<file path="src/hw/trace_pkg.sv">
////////////////////////////////////////////////////////////
// shared definitions for the pipeline trace unit
// field widths, retired-record layout and the
// wishbone register map of the host port
////////////////////////////////////////////////////////////

package trace_pkg;

    // basic widths
    localparam int instr_w  = 32;
    // sequence ids wrap at 256
    localparam int id_w     = 8;
    // cycle stamps and cycle counter wrap together
    localparam int stamp_w  = 16;
    // occupancy and drop counter fields in status
    localparam int cnt_w    = 8;

    // wishbone port geometry, word addressed
    localparam int wb_dat_w = 32;
    localparam int wb_adr_w = 3;

    // one retired instruction
    typedef struct packed {
        logic [instr_w-1:0] instr;
        logic [id_w-1:0]    id;
        // stamp taken when entering decode
        logic [stamp_w-1:0] id_stamp;
        logic [stamp_w-1:0] ex_stamp;
        logic [stamp_w-1:0] mem_stamp;
        logic [stamp_w-1:0] wb_stamp;
    } trace_rec_t;

    ////////////////////////////////////////////////////////////
    // register word addresses
    ////////////////////////////////////////////////////////////
    localparam logic [wb_adr_w-1:0] reg_status   = 3'd0;
    localparam logic [wb_adr_w-1:0] reg_instr    = 3'd1;
    localparam logic [wb_adr_w-1:0] reg_id_stamp = 3'd2;
    localparam logic [wb_adr_w-1:0] reg_ex_mem   = 3'd3;
    localparam logic [wb_adr_w-1:0] reg_wb       = 3'd4;
    localparam logic [wb_adr_w-1:0] reg_pop      = 3'd5;

endpackage

</file>
<file path="src/hw/pipe_trace_unit.sv">
////////////////////////////////////////////////////////////
// top level of the pipeline trace unit
// stage tracker feeding the record buffer,
// host access through the wishbone slave
////////////////////////////////////////////////////////////

module pipe_trace_unit
    import trace_pkg::*;
#(
    parameter int FIFO_DEPTH = 8
) (
    input  logic                clk,
    input  logic                rst,
    // cpu side
    input  logic                fetch_valid,
    input  logic [instr_w-1:0]  fetch_instr,
    input  logic                stall,
    input  logic                flush,
    // host side
    input  logic                wb_cyc,
    input  logic                wb_stb,
    input  logic                wb_we,
    input  logic [wb_adr_w-1:0] wb_adr,
    input  logic [wb_dat_w-1:0] wb_dat_i,
    output logic [wb_dat_w-1:0] wb_dat_o,
    output logic                wb_ack
);

    // tracker to buffer
    logic             retire_valid;
    trace_rec_t       retire_rec;

    // buffer to slave
    trace_rec_t       head_rec;
    logic [cnt_w-1:0] count;
    logic [cnt_w-1:0] drop_count;
    logic             pop;

    trace_stage_tracker i_tracker (
        .clk          (clk),
        .rst          (rst),
        .fetch_valid  (fetch_valid),
        .fetch_instr  (fetch_instr),
        .stall        (stall),
        .flush        (flush),
        .retire_valid (retire_valid),
        .retire_rec   (retire_rec)
    );

    trace_record_fifo #(
        .FIFO_DEPTH (FIFO_DEPTH)
    ) i_fifo (
        .clk        (clk),
        .rst        (rst),
        .push       (retire_valid),
        .push_rec   (retire_rec),
        .pop        (pop),
        .head_rec   (head_rec),
        .count      (count),
        .drop_count (drop_count)
    );

    trace_wb_slave i_wb (
        .clk        (clk),
        .rst        (rst),
        .wb_cyc     (wb_cyc),
        .wb_stb     (wb_stb),
        .wb_we      (wb_we),
        .wb_adr     (wb_adr),
        .wb_dat_i   (wb_dat_i),
        .head_rec   (head_rec),
        .count      (count),
        .drop_count (drop_count),
        .wb_dat_o   (wb_dat_o),
        .wb_ack     (wb_ack),
        .pop        (pop)
    );

endmodule

</file>
<file path="src/hw/trace_record_fifo.sv">
////////////////////////////////////////////////////////////
// record buffer of the trace unit
// circular buffer of retired records with occupancy
// and a saturating counter of records lost when full
////////////////////////////////////////////////////////////

module trace_record_fifo
    import trace_pkg::*;
#(
    parameter int FIFO_DEPTH = 8
) (
    input  logic             clk,
    input  logic             rst,
    input  logic             push,
    input  trace_rec_t       push_rec,
    input  logic             pop,
    output trace_rec_t       head_rec,
    output logic [cnt_w-1:0] count,
    output logic [cnt_w-1:0] drop_count
);

    localparam int ptr_w = $clog2(FIFO_DEPTH);

    trace_rec_t       mem [FIFO_DEPTH];
    logic [ptr_w-1:0] wr_ptr;
    logic [ptr_w-1:0] rd_ptr;
    // one extra bit so full and empty differ
    logic [ptr_w:0]   occ;

    logic full;
    logic empty;
    logic do_push;
    logic do_pop;

    assign full    = occ == (ptr_w + 1)'(FIFO_DEPTH);
    assign empty   = occ == '0;
    assign do_push = push && !full;
    assign do_pop  = pop && !empty;

    // storage
    always_ff @(posedge clk) begin
        if (do_push) begin
            mem[wr_ptr] <= push_rec;
        end
    end

    ////////////////////////////////////////////////////////////
    // pointers, occupancy, drops
    ////////////////////////////////////////////////////////////
    always_ff @(posedge clk) begin
        if (rst) begin
            wr_ptr     <= '0;
            rd_ptr     <= '0;
            occ        <= '0;
            drop_count <= '0;
        end else begin
            // pointers wrap by width, depth is a power of two
            if (do_push) begin
                wr_ptr <= wr_ptr + 1'b1;
            end
            if (do_pop) begin
                rd_ptr <= rd_ptr + 1'b1;
            end
            case ({do_push, do_pop})
                2'b10:   occ <= occ + 1'b1;
                2'b01:   occ <= occ - 1'b1;
                default: occ <= occ;
            endcase
            // record lost, stick at all ones
            if (push && full && drop_count != '1) begin
                drop_count <= drop_count + 1'b1;
            end
        end
    end

    assign head_rec = mem[rd_ptr];
    assign count    = cnt_w'(occ);

    a_occ_bound : assert property (@(posedge clk) disable iff (rst)
        occ <= (ptr_w + 1)'(FIFO_DEPTH))
        else $error("occ over depth: occ=%h", occ);

    // slave only pops a nonempty buffer
    a_pop_nonempty : assert property (@(posedge clk) disable iff (rst)
        pop |-> !empty)
        else $error("pop while empty: occ=%h", occ);

endmodule

</file>
<file path="src/hw/trace_stage_tracker.sv">
////////////////////////////////////////////////////////////
// stage tracker of the trace unit
// follows instructions through fetch, decode, execute,
// memory and write-back under stall and flush, stamps
// each stage entry and emits one record on retirement
////////////////////////////////////////////////////////////

module trace_stage_tracker
    import trace_pkg::*;
(
    input  logic               clk,
    input  logic               rst,
    input  logic               fetch_valid,
    input  logic [instr_w-1:0] fetch_instr,
    input  logic               stall,
    input  logic               flush,
    output logic               retire_valid,
    output trace_rec_t         retire_rec
);

    // slot index: 0 fetch, 1 decode, 2 execute, 3 memory, 4 write-back
    localparam int n_slots = 5;

    logic [n_slots-1:0] slot_vld;
    trace_rec_t         slot_rec [n_slots];

    // free-running stamp source
    logic [stamp_w-1:0] cyc_cnt;
    // next id handed to an accepted fetch
    logic [id_w-1:0]    id_cnt;

    // flush wins over stall
    logic advance;

    // last retired id, only for the ordering check
    logic [id_w-1:0] last_ret_id;
    logic            have_ret;

    assign advance = !stall || flush;

    ////////////////////////////////////////////////////////////
    // counters
    ////////////////////////////////////////////////////////////
    always_ff @(posedge clk) begin
        if (rst) begin
            cyc_cnt <= '0;
            id_cnt  <= '0;
        end else begin
            cyc_cnt <= cyc_cnt + 1'b1;
            // ids only move for instructions actually taken in
            if (advance && fetch_valid) begin
                id_cnt <= id_cnt + 1'b1;
            end
        end
    end

    ////////////////////////////////////////////////////////////
    // slot valid chain
    ////////////////////////////////////////////////////////////
    always_ff @(posedge clk) begin
        if (rst) begin
            slot_vld <= '0;
        end else if (advance) begin
            slot_vld[0] <= fetch_valid;
            // squash whatever leaves fetch and decode
            slot_vld[1] <= slot_vld[0] && !flush;
            slot_vld[2] <= slot_vld[1] && !flush;
            slot_vld[3] <= slot_vld[2];
            slot_vld[4] <= slot_vld[3];
        end
    end

    // slot payload, stamp written on entry to each stage
    always_ff @(posedge clk) begin
        if (advance) begin
            slot_rec[0]       <= '0;
            slot_rec[0].instr <= fetch_instr;
            slot_rec[0].id    <= id_cnt;

            slot_rec[1]          <= slot_rec[0];
            slot_rec[1].id_stamp <= cyc_cnt;

            slot_rec[2]          <= slot_rec[1];
            slot_rec[2].ex_stamp <= cyc_cnt;

            slot_rec[3]           <= slot_rec[2];
            slot_rec[3].mem_stamp <= cyc_cnt;

            slot_rec[4]          <= slot_rec[3];
            slot_rec[4].wb_stamp <= cyc_cnt;
        end
    end

    // record leaves write-back on the advancing edge
    assign retire_valid = slot_vld[n_slots-1] && advance;
    assign retire_rec   = slot_rec[n_slots-1];

    ////////////////////////////////////////////////////////////
    // retirement order check
    ////////////////////////////////////////////////////////////
    always_ff @(posedge clk) begin
        if (rst) begin
            have_ret <= 1'b0;
        end else if (retire_valid) begin
            have_ret <= 1'b1;
        end
    end

    always_ff @(posedge clk) begin
        if (retire_valid) begin
            last_ret_id <= retire_rec.id;
        end
    end

    // ids move forward, squashed ones leave a gap but never a repeat
    a_retire_id_order : assert property (@(posedge clk) disable iff (rst)
        retire_valid && have_ret |-> id_w'(retire_rec.id - last_ret_id) != '0)
        else $error("retire_rec.id repeat: id=%h last=%h", retire_rec.id, last_ret_id);

endmodule

</file>
<file path="src/hw/trace_wb_slave.sv">
////////////////////////////////////////////////////////////
// wishbone classic register port of the trace unit
// status, head record words and the pop register
// registered read data and single-cycle ack
////////////////////////////////////////////////////////////

module trace_wb_slave
    import trace_pkg::*;
(
    input  logic                clk,
    input  logic                rst,
    input  logic                wb_cyc,
    input  logic                wb_stb,
    input  logic                wb_we,
    input  logic [wb_adr_w-1:0] wb_adr,
    input  logic [wb_dat_w-1:0] wb_dat_i,
    input  trace_rec_t          head_rec,
    input  logic [cnt_w-1:0]    count,
    input  logic [cnt_w-1:0]    drop_count,
    output logic [wb_dat_w-1:0] wb_dat_o,
    output logic                wb_ack,
    output logic                pop
);

    logic                req;
    logic                fifo_empty;
    logic [wb_dat_w-1:0] rd_data;

    // new request, not the cycle already being acked
    assign req        = wb_cyc && wb_stb && !wb_ack;
    assign fifo_empty = count == '0;

    ////////////////////////////////////////////////////////////
    // read mux
    ////////////////////////////////////////////////////////////
    always_comb begin
        case (wb_adr)
            reg_status:   rd_data = {16'h0, drop_count, count};
            reg_instr:    rd_data = head_rec.instr;
            // id above the decode stamp
            reg_id_stamp: rd_data = {8'h0, head_rec.id, head_rec.id_stamp};
            // execute stamp high, memory stamp low
            reg_ex_mem:   rd_data = {head_rec.ex_stamp, head_rec.mem_stamp};
            reg_wb:       rd_data = {16'h0, head_rec.wb_stamp};
            default:      rd_data = '0;
        endcase
        // head is stale when nothing is buffered
        if (fifo_empty && wb_adr != reg_status) begin
            rd_data = '0;
        end
    end

    ////////////////////////////////////////////////////////////
    // ack and pop strobe
    ////////////////////////////////////////////////////////////
    always_ff @(posedge clk) begin
        if (rst) begin
            wb_ack <= 1'b0;
            pop    <= 1'b0;
        end else begin
            wb_ack <= req;
            // any write to the pop word, data ignored
            pop    <= req && wb_we && wb_adr == reg_pop && !fifo_empty;
        end
    end

    // read data held until the next read
    always_ff @(posedge clk) begin
        if (req && !wb_we) begin
            wb_dat_o <= rd_data;
        end
    end

    a_ack_follows_req : assert property (@(posedge clk) disable iff (rst)
        wb_ack |-> $past(wb_cyc && wb_stb))
        else $error("wb_ack without request: cyc=%h stb=%h", $past(wb_cyc), $past(wb_stb));

    // master must present defined data on a write
    a_write_data_known : assert property (@(posedge clk) disable iff (rst)
        wb_cyc && wb_stb && wb_we |-> !$isunknown(wb_dat_i))
        else $error("wb_dat_i unknown on write: %h", wb_dat_i);

endmodule

</file>
<file path="config.mk">
export PLATFORM = sky130hd
export DESIGN_NAME = pipe_trace_unit
export DESIGN_NICKNAME = d
export VERILOG_FILES = /design/src/hw/trace_pkg.sv /design/src/hw/pipe_trace_unit.sv /design/src/hw/trace_record_fifo.sv /design/src/hw/trace_stage_tracker.sv /design/src/hw/trace_wb_slave.sv
export SDC_FILE = /design/constraint.sdc
export NUM_CORES = 1
export LEC_CHECK = 0
export BUFFER_PORTS_ARGS = -buffer_cell sky130_fd_sc_hd__buf_2
export CAP_MARGIN = 0
export CORE_MARGIN = 1.5
export CORE_UTILIZATION = 56
export CTS_CLUSTER_SIZE = 8
export DETAILED_ROUTE_END_ITERATION = 7
export PLACE_DENSITY = 0.78
export SYNTH_ARGS = -nofsm -noshare
export SYNTH_HDL_FRONTEND = slang
export SYNTH_SLANG_ARGS = --single-unit
</file>
<file path="constraint.sdc">
create_clock -name clk -period 15.2 [get_ports clk]
set_input_delay 1.52 -clock clk [delete_from_list [all_inputs] [get_ports clk]]
set_output_delay 1.52 -clock clk [all_outputs]
set_load 0.02 [all_outputs]
</file>
# Word level (Yosys, flattened, before mapping)
# Memories as Yosys holds them, arrays and structs flattened. A register that Yosys moved wholly into a read port is not among the register bits.
# Index checks and enable logic that the tools add are counted.
[totals]
elab_cells = 76
regBits = 81
out_inout_bits = 33
n_memories = 2
ram_bits = 1352
in_bits = 75
[classes]
mux = 14
bitwise = 6
reduce_logical = 28
add_sub_neg = 7
eq_ne = 9
[mem_list]
columns = ["name", "words", "width", "read_ports", "rd_clocked_by_memory_dff", "write_ports", "line", "source"]
rows = [
  ["i_fifo.mem", 8, 104, 1, 1, 1, "trace_record_fifo.sv:24", "trace_rec_t mem [FIFO_DEPTH];"],
  ["i_tracker.slot_rec", 5, 104, 5, 0, 5, "trace_stage_tracker.sv:25", "trace_rec_t slot_rec [n_slots];"],
]
[op_table]
columns = ["cell", "n"]
rows = [
  ["one-hot mux 32 bit (5 select lines)", 1],
  ["two-way mux 16 bit", 4],
  ["two-way mux 32 bit", 1],
  ["adder 16 x 1 -> 16 bit (second input constant)", 1],
  ["adder 8 x 1 -> 8 bit (second input constant)", 2],
  ["logical AND 1 bit", 15],
  ["logical NOT 8 bit", 1],
  ["two-way mux 8 bit", 1],
  ["!= test 8 bit (second input constant)", 1],
  ["one-hot mux 4 bit (2 select lines)", 1],
  ["logical NOT 1 bit", 7],
  ["adder 3 x 1 -> 3 bit (second input constant)", 2],
  ["== test 3 x 2 -> 1 bit (second input constant)", 2],
  ["== test 3 bit (second input constant)", 2],
  ["two-way mux 3 bit", 2],
  ["bitwise OR 1 bit", 6],
  ["adder 4 x 1 -> 4 bit (second input constant)", 1],
  ["== test 4 bit (second input constant)", 1],
  ["logical NOT 4 bit", 1],
  ["two-way mux 1 bit", 4],
  ["subtractor 4 x 1 -> 4 bit (second input constant)", 1],
  ["== test 3 x 1 -> 1 bit (second input constant)", 1],
  ["logical NOT 3 bit", 1],
  ["nonzero test 3 bit", 1],
  ["other kinds (4)", 4],
]

# Longest topological paths before layout
# Gate-level depths: netlist of the first run.
[depth]
depth_word = 6
ltp_mapped = 10

# Cells and area by module
# From an unflattened synthesis of the first run, not the netlist that was laid out.
[hier_totals]
cells_unflattened = 1957
area_unflattened_um2 = 44034.7
[modules_own_cells]
columns = ["mod", "seq_area_each_um2", "instances", "area_each_um2", "cells_per_inst"]
rows = [
  ["trace_record_fifo", 25404.4, 1, 32278.5, 1320],
  ["trace_stage_tracker", 8508.2, 1, 9579.2, 446],
  ["trace_wb_slave", 1001.0, 1, 2177.1, 191],
]

# Worst setup path before layout of the first run
# No wires, ideal clock.
[synth_path]
kind = "input port to flip-flop"
startpoint = "input port flush"
endpoint = "memory i_fifo.mem[0][0] (netlist name) (enable)"
n_path_buf = 1
required_time_ns = 14.378
path_slack_ns = -1.300
setup_ns = 0.822
arrival_ns = 15.678
path_stages = 4
cell_sequence = "nand2b_1 buf_2 nand3b_1 nor4_1"
[synth_via]
elab_chain_cells = 5
[synth_rtl]
columns = ["item", "line", "source"]
rows = [
  ["start, declared", "pipe_trace_unit.sv:18", "input logic flush,"],
  ["logical OR 1 bit", "trace_stage_tracker.sv:39", "assign advance = !stall || flush;"],
  ["logical AND 1 bit", "trace_stage_tracker.sv:95", "assign retire_valid = slot_vld[n_slots-1] && advance;"],
  ["logical AND 1 bit", "trace_record_fifo.sv:37", "assign do_push = push && !full;"],
  ["two-way mux 1 bit", "trace_record_fifo.sv:42", "if (do_push) begin"],
  ["two-way mux 1 bit (implied by the code)", "trace_record_fifo.sv:43", "mem[wr_ptr] <= push_rec;"],
  ["end, declared", "trace_record_fifo.sv:24", ""],
]
# No other way between the ends.

# Final worst setup path of the first run
[layout_path]
startpoint = "input port flush"
endpoint = "memory i_fifo.mem[7][63] (netlist name) (enable)"
# Same word-level chain as after synthesis.

==> results of run 1 <==
## critical path, delay by kind of cell
kind,cells,cell delay [ns]
and+or+nand+nor,4,1.98
buffers and inverters,4,1.93
## Yosys cell counts (2+ instances only)
cell type	n
a21oi_1	41
a221oi_1	11
a31oi_1	13
and3_1	2
buf_2	43
buf_4	10
buf_6	6
clkbuf_1	26
dfxtp_1	52
edfxtp_1	1128
ha_1	8
inv_1	4
mux2_2	32
mux2i_1	115
mux4_2	184
nand2_1	22
nand2b_1	6
nand3_1	12
nand3b_1	5
nand4_1	3
nor2_1	84
nor2b_1	3
nor3_1	13
nor3b_1	3
nor4_1	7
o21ai_0	7
o22a_1	20
o22ai_1	28
or3_1	4
or3b_2	2
xnor2_1	16
xor2_1	16
## power groups by stage
stage,clock network (µW),logic [µW],registers [µW]
finish,3290,56.5,3760
global route,3460,60.7,3770
CTS,3330,56.9,3760
detailed placement,0,55.9,3820
global placement,0,54.6,3810
floorplan,0,25.7,3790
## sequential cells by signal, summed over array words and instances, names as in the netlist, named ones only
name and flops:
i_fifo.rd_ptr 3, i_wb.wb_dat_o 32, i_fifo.drop_count 8, i_wb.wb_ack 1
i_tracker.id_cnt 8, i_tracker.cyc_cnt 16, i_fifo.wr_ptr 3, i_wb.pop 1
i_tracker.slot_vld 5, i_tracker.slot_rec 264, i_fifo.occ 4, i_fifo.mem 832
## logic make-up after synthesis
| logic type | share of synthesized area |
|---|---|
| adder cells (fa/ha/maj) | 0.00233 |
| buffers and inverters | 0.0110 |
| flip-flops | 0.812 |
| XOR/XNOR | 0.00652 |
| AND/OR/NAND/NOR | 0.0188 |
| AO/OA/AOI/OAI | 0.0183 |
| multiplexers | 0.131 |
## stage by stage
stage / hold WS, ns / util / worst slack [ns] / instances / total power [µW]
final: 0.406 / 0.648 / 10.04 / 3207 / 7110
after global routing: 0.418 / 0.648 / 9.80 / 3206 / 7290
after CTS: 0.410 / 0.648 / 10.03 / 3206 / 7150
after detailed placement: 0.405 / 0.587 / 9.36 / 2981 / 3870
after global placement: 0.400 / 0.587 / 9.44 / 2981 / 3860
after floorplan: 0.400 / - / 1.33 / 1934 / 3820
## how the worst max path moves through the flow
stage / start / endpoint / depth (start not counted)
6_report: flush / i_fifo.mem[7][63]$_DFFE_PP_ / 8
5_1_grt: flush / i_fifo.mem[7][63]$_DFFE_PP_ / 8
4_1_cts: flush / i_fifo.mem[7][63]$_DFFE_PP_ / 8
2_1_floorplan: flush / i_fifo.mem[4][0]$_DFFE_PP_ / 4
3_5_place_dp: flush / i_fifo.mem[7][8]$_DFFE_PP_ / 8
3_3_place_gp: flush / i_fifo.mem[7][8]$_DFFE_PP_ / 8
## final cells by class
cell class              count  area [µm²]  share of cell area
inverters                   4        15.0            0.000305
well taps                1030        1290              0.0262
repair buffers            103         623              0.0127
diodes                      1        2.50           0.0000509
flip-flops and latches   1180       34900               0.710
multi-input cells         664        7710               0.157
clock inverters            15         319             0.00649
clock buffers             210        4310              0.0876
## per-layer routing
layer	track usage	vias to the layer above	share of wire
li1	-	8317	-
met1	0.327	10500	0.37
met2	0.403	1199	0.51
met3	0.0535	186	0.094
met4	0.0791	2	0.025
met5	0	-	0.00014
==> flow_metrics.env, run 1 <==
export IMPL_synth_top_cells_by_area="edfxtp_1, mux4_2, mux2i_1"
export IMPL_syn_area_mm2=0.0430
export IMPL_portBuffers=75
export IMPL_critical_path_max_stage_delay_ns=0.81
export IMPL_hold_viol_final=0
export IMPL_clk_latency_ns=0.74
export IMPL_start_util=0.566
export IMPL_pwr_share_clk=0.463
export IMPL_layout_common_cells="edfxtp_1, mux4_2, clkbuf_16"
export IMPL_die_area_mm2=0.0785
export IMPL_end_kind="flop"
export IMPL_slew_headroom=0.221
export IMPL_hpwl_um=43000
export IMPL_grt_usage=0.244
export IMPL_cts_hold_buf=0
export IMPL_hp_class="reg -> reg"
export IMPL_antenna_found_initial=2
export IMPL_ys_types=40
export IMPL_synth_seq_cells=1180
export IMPL_r2r_slack_ns=10.87
export IMPL_crit_top_cell="buf_4"
export IMPL_peakVddDrop_v=0.0000981
export IMPL_min_path_cells=0
export IMPL_area_growth_pct=14.4
export IMPL_postLayoutCellArea_mm2=0.0492
export IMPL_cts_root_buffer="clkbuf_16"
export IMPL_yosys_warnings=0
export IMPL_reg2regPathDepth=7
export IMPL_min_period_ns=5.16
export IMPL_placed_area_mm2=0.0446
export IMPL_start_kind="input port"
export IMPL_synth_top_area_cell="edfxtp_1"
export IMPL_cts_sinks=1180
export IMPL_grt_overflow_total=0
export IMPL_arrival_ns=5.49
export IMPL_drt_iter0_drc=2548
export IMPL_final_common_cell="edfxtp_1"
export IMPL_fin_tns_setup_ns=0
export IMPL_drive_gt1_frac=0.238
export IMPL_p_int_uw=5670
export IMPL_cp_slowest_cell="buf_4"
export IMPL_vias_per_cell=6.31
export IMPL_final_nets=2201
export IMPL_hold_path_startpoint="i_tracker.slot_rec[2][81]$_DFFE_PN_"
export IMPL_fin_worst_skew_ns=0.0424
export IMPL_final_max_slew_viol_count=0
export IMPL_cts_buffer_depth=3
export IMPL_maxCapViolCount=0
export IMPL_syn_num_nets=2017
export IMPL_p_comb_frac=0.008
export IMPL_worstSetupPathType="in -> reg"
export IMPL_synth_top_cell_area_share=0.787
export IMPL_gp_congestion=0.794
export IMPL_die_y_um=280
export IMPL_cts_inserted_buffers=165
export IMPL_fin_crit_sh=0.339
export IMPL_swShare=0.201
export IMPL_synth_cells=1934
export IMPL_grt_pass1_wl_um=139000
export IMPL_async_flop_share=0
export IMPL_cts_resized=0
export IMPL_status="completed"
export IMPL_routed_wl_um=92800
export IMPL_vias=20200
export IMPL_ant_nets=0
export IMPL_critical_path_cell_chain="buf_2 > nand2b_4 > nand3b_1 > inv_1 > nand2_1 > nor2_4 > buf_4 > buf_4"
export IMPL_htree_levels=4
export IMPL_fmax_mhz=194
export IMPL_post_cts_buffers=0
export IMPL_post_route_drc_count=0
export IMPL_crit_fanout=44
export IMPL_synth_edf_count=1128
export IMPL_synth_yosys_seq_area_share=0.812
export IMPL_core_area_mm2=0.0759
export IMPL_rr_endpoint="i_fifo.mem[7][63]$_DFFE_PP_"
export IMPL_wl_per_cell_um=28.9
export IMPL_min_to="i_tracker.slot_rec[3][81]$_DFFE_PN_"
export IMPL_io_pins=108
export IMPL_grt_pass1_vias=21600
export IMPL_r2r_start="i_fifo.occ[1]$_SDFFE_PP0P_"
export IMPL_dr_pass1_iters=5
export IMPL_tightest_slew_ns=1.17
export IMPL_cts_tree="done"
export IMPL_p_sw_uw=1430
export IMPL_p_seq_frac=0.529
export IMPL_power_leakage_uw=0.0155
export IMPL_rsz0062_at_grt="no"
export IMPL_clk_pin_slew_ns=0.05
export IMPL_setup_violations=0
export IMPL_cp_required_ns=15.53
export IMPL_grt_max_degree=154
export IMPL_synthFlopType="edfxtp_1"
export IMPL_fp_row_count=101
export IMPL_nFillCells=4633
export IMPL_power_density_mw_per_mm2=144
export IMPL_die_w_um=280
export IMPL_syn_area_per_cell_um2=22.2
Power figures use the tool's default switching activity.
==> run 2: changes to the inputs <==
==> constraint.sdc (replaced) <==
create_clock -name clk -period 4.5 [get_ports clk]
set_input_delay 0.45 -clock clk [delete_from_list [all_inputs] [get_ports clk]]
set_output_delay 0.45 -clock clk [all_outputs]
set_load 0.02 [all_outputs]
==> run 2 against run 1 <==
  * Die area stayed put
  * Global-route usage rose by 0.81 points
  * Setup slack worse by 8.8 ns
  * Critical path depth shrank 2
  * Clock-buffer cell count is 11 higher
  * Largest cell class unchanged
==> flow_metrics.env, run 2 (synthesis results as in run 1) <==
export IMPL_status="completed"
export IMPL_layout_common_cells="edfxtp_1, mux4_2, clkbuf_16"
export IMPL_cp_required_ns=4.94
export IMPL_ff_latch_area_mm2=0.0349
export IMPL_nFillCells=4479
export IMPL_htree_levels=4
export IMPL_slew_headroom=0.183
export IMPL_die_w_um=280
export IMPL_grt_overflow_total=0
export IMPL_postLayoutCellArea_mm2=0.0501
export IMPL_grt_usage=0.252
export IMPL_min_period_ns=3.26
export IMPL_regMostFlops="i_fifo.mem"
export IMPL_peakVddDrop_v=0.000287
export IMPL_fin_crit_sh=0.724
export IMPL_hpwl_um=46600
export IMPL_reg_largest_list="i_fifo.mem (832), i_tracker.slot_rec (264), i_wb.wb_dat_o (32)"
export IMPL_cts_root_buffer="clkbuf_16"
export IMPL_start_util=0.566
export IMPL_n_antenna_cell=0
export IMPL_cts_resized=0
export IMPL_reg2regPathDepth=6
export IMPL_arrival_ns=3.69
export IMPL_hold_slack_ns=0.0446
export IMPL_io_pins=108
export IMPL_cts_inserted_buffers=165
export IMPL_start_kind="flop"
export IMPL_r2r_slack_ns=1.24
export IMPL_post_cts_buffers=0
export IMPL_cts_sinks=1180
export IMPL_routed_wl_um=96500
export IMPL_clk_latency_ns=0.75
export IMPL_drive_gt1_frac=0.243
export IMPL_rsz0062_at_grt="no"
export IMPL_largest_reg_flops=832
export IMPL_cts_tree="done"
export IMPL_antenna_found_initial=1
export IMPL_vias_per_cell=6.35
export IMPL_post_route_drc_count=0
export IMPL_grt_max_degree=105
export IMPL_final_cells=3277
export IMPL_final_max_slew_viol_count=0
export IMPL_rr_endpoint="i_wb.wb_dat_o[13]$_SDFFCE_PP0P_"
export IMPL_power_leakage_uw=0.0158
export IMPL_final_common_cell="edfxtp_1"
export IMPL_fp_row_count=101
export IMPL_gp_congestion=0.800
export IMPL_dr_pass1_iters=8
export IMPL_worstSetupPathType="reg -> reg"
export IMPL_cts_buffer_depth=3
export IMPL_grt_pass1_vias=22000
export IMPL_ant_nets=0
export IMPL_drt_iter0_drc=2733
export IMPL_placed_area_mm2=0.0451
export IMPL_clk_pin_slew_ns=0.05
export IMPL_crit_fanout=42
export IMPL_hold_viol_final=0
export IMPL_post_route_util=0.659
export IMPL_area_growth_pct=16.4
export IMPL_final_nets=2261
export IMPL_end_kind="flop"
export IMPL_min_to="i_tracker.slot_vld[0]$_SDFFE_PP0N_"
export IMPL_cts_hold_buf=33
export IMPL_portBuffers=75
export IMPL_tightest_slew_ns=1.22
export IMPL_fin_tns_setup_ns=0
export IMPL_die_area_mm2=0.0785
export IMPL_multi_input_area_mm2=0.00774
export IMPL_grt_pass1_wl_um=142000
export IMPL_vias=20800
export IMPL_die_y_um=280
export IMPL_hp_class="in -> reg"
export IMPL_wl_per_cell_um=29.4
export IMPL_fmax_mhz=307
export IMPL_fin_worst_skew_ns=0.0421
export IMPL_min_path_cells=3
export IMPL_dp_cells=3008
export IMPL_maxCapViolCount=0
export IMPL_hold_path_startpoint="stall"
export IMPL_power_density_mw_per_mm2=483
export IMPL_setup_violations=0
export IMPL_core_area_mm2=0.0759
[run 2: cell types whose count changed in the layout (fill, tap and decap cells not counted), sizes merged]
cell / change
clkbuf: +11
diode: -1
buf: +27
clkinv: -2
dlygate4sd3: +33
inv: +2
[run 2: layout make-up]
| cell class | instances | share of cell area |
|---|---|---|
| sequential | 1180 | 0.698 |
| multi-input combinational | 664 | 0.155 |
| clock buffer | 221 | 0.0869 |
| timing repair buffer | 163 | 0.0286 |
| tap | 1030 | 0.0257 |
| clock inverter | 15 | 0.00620 |
| inverter | 4 | 0.000300 |
[run 2: how the worst max path moves through the flow]
stage / cells after the start / start / slack (ns) / endpoint
after floorplan: 4 / flush / -1.39 / i_fifo.mem[0][0]$_DFFE_PP_
after CTS: 6 / flop / 1.23 / i_wb.wb_dat_o[13]$_SDFFCE_PP0P_
after global placement: 7 / flush / 1.22 / i_fifo.mem[2][97]$_DFFE_PP_
after global routing: 6 / flop / 1.14 / i_wb.wb_dat_o[9]$_SDFFCE_PP0P_
final: 6 / flop / 1.24 / i_wb.wb_dat_o[13]$_SDFFCE_PP0P_
after detailed placement: 7 / flush / 1.17 / i_fifo.mem[2][94]$_DFFE_PP_
[run 2: power by group]
part           internal [µW]  total, µW  switching [µW]
logic                   63.2        216             153
clock network           6710      11300            4540
registers              12500      12700             258
total                  19200      24200            4950
[run 2: layer usage]
metal	track usage	share of wire	vias to the layer above	routed length, µm
met2	0.420	0.51	1315	49500
li1	-	-	8450	-
met1	0.328	0.36	10800	35000
met3	0.0491	0.088	232	8460
met4	0.105	0.036	0	3480
met5	0	0	-	0
[run 2: critical path: stages (launching register included)]
cell,delay [ns]
dfxtp_4,0.95
buf_12,0.39
mux4_2,0.56
mux2i_1,0.19
nor2_1,0.11
a221oi_1,0.36
a21oi_1,0.22
[run 2: per-stage QoR]
| step | power (µW) | setup slack, ns |
|---|---|---|
| finish | 24200 | 1.24 |
| global route | 24800 | 1.14 |
| CTS | 24300 | 1.23 |
| detailed placement | 13100 | 1.17 |
| global placement | 13100 | 1.22 |
| floorplan | 12900 | -1.39 |
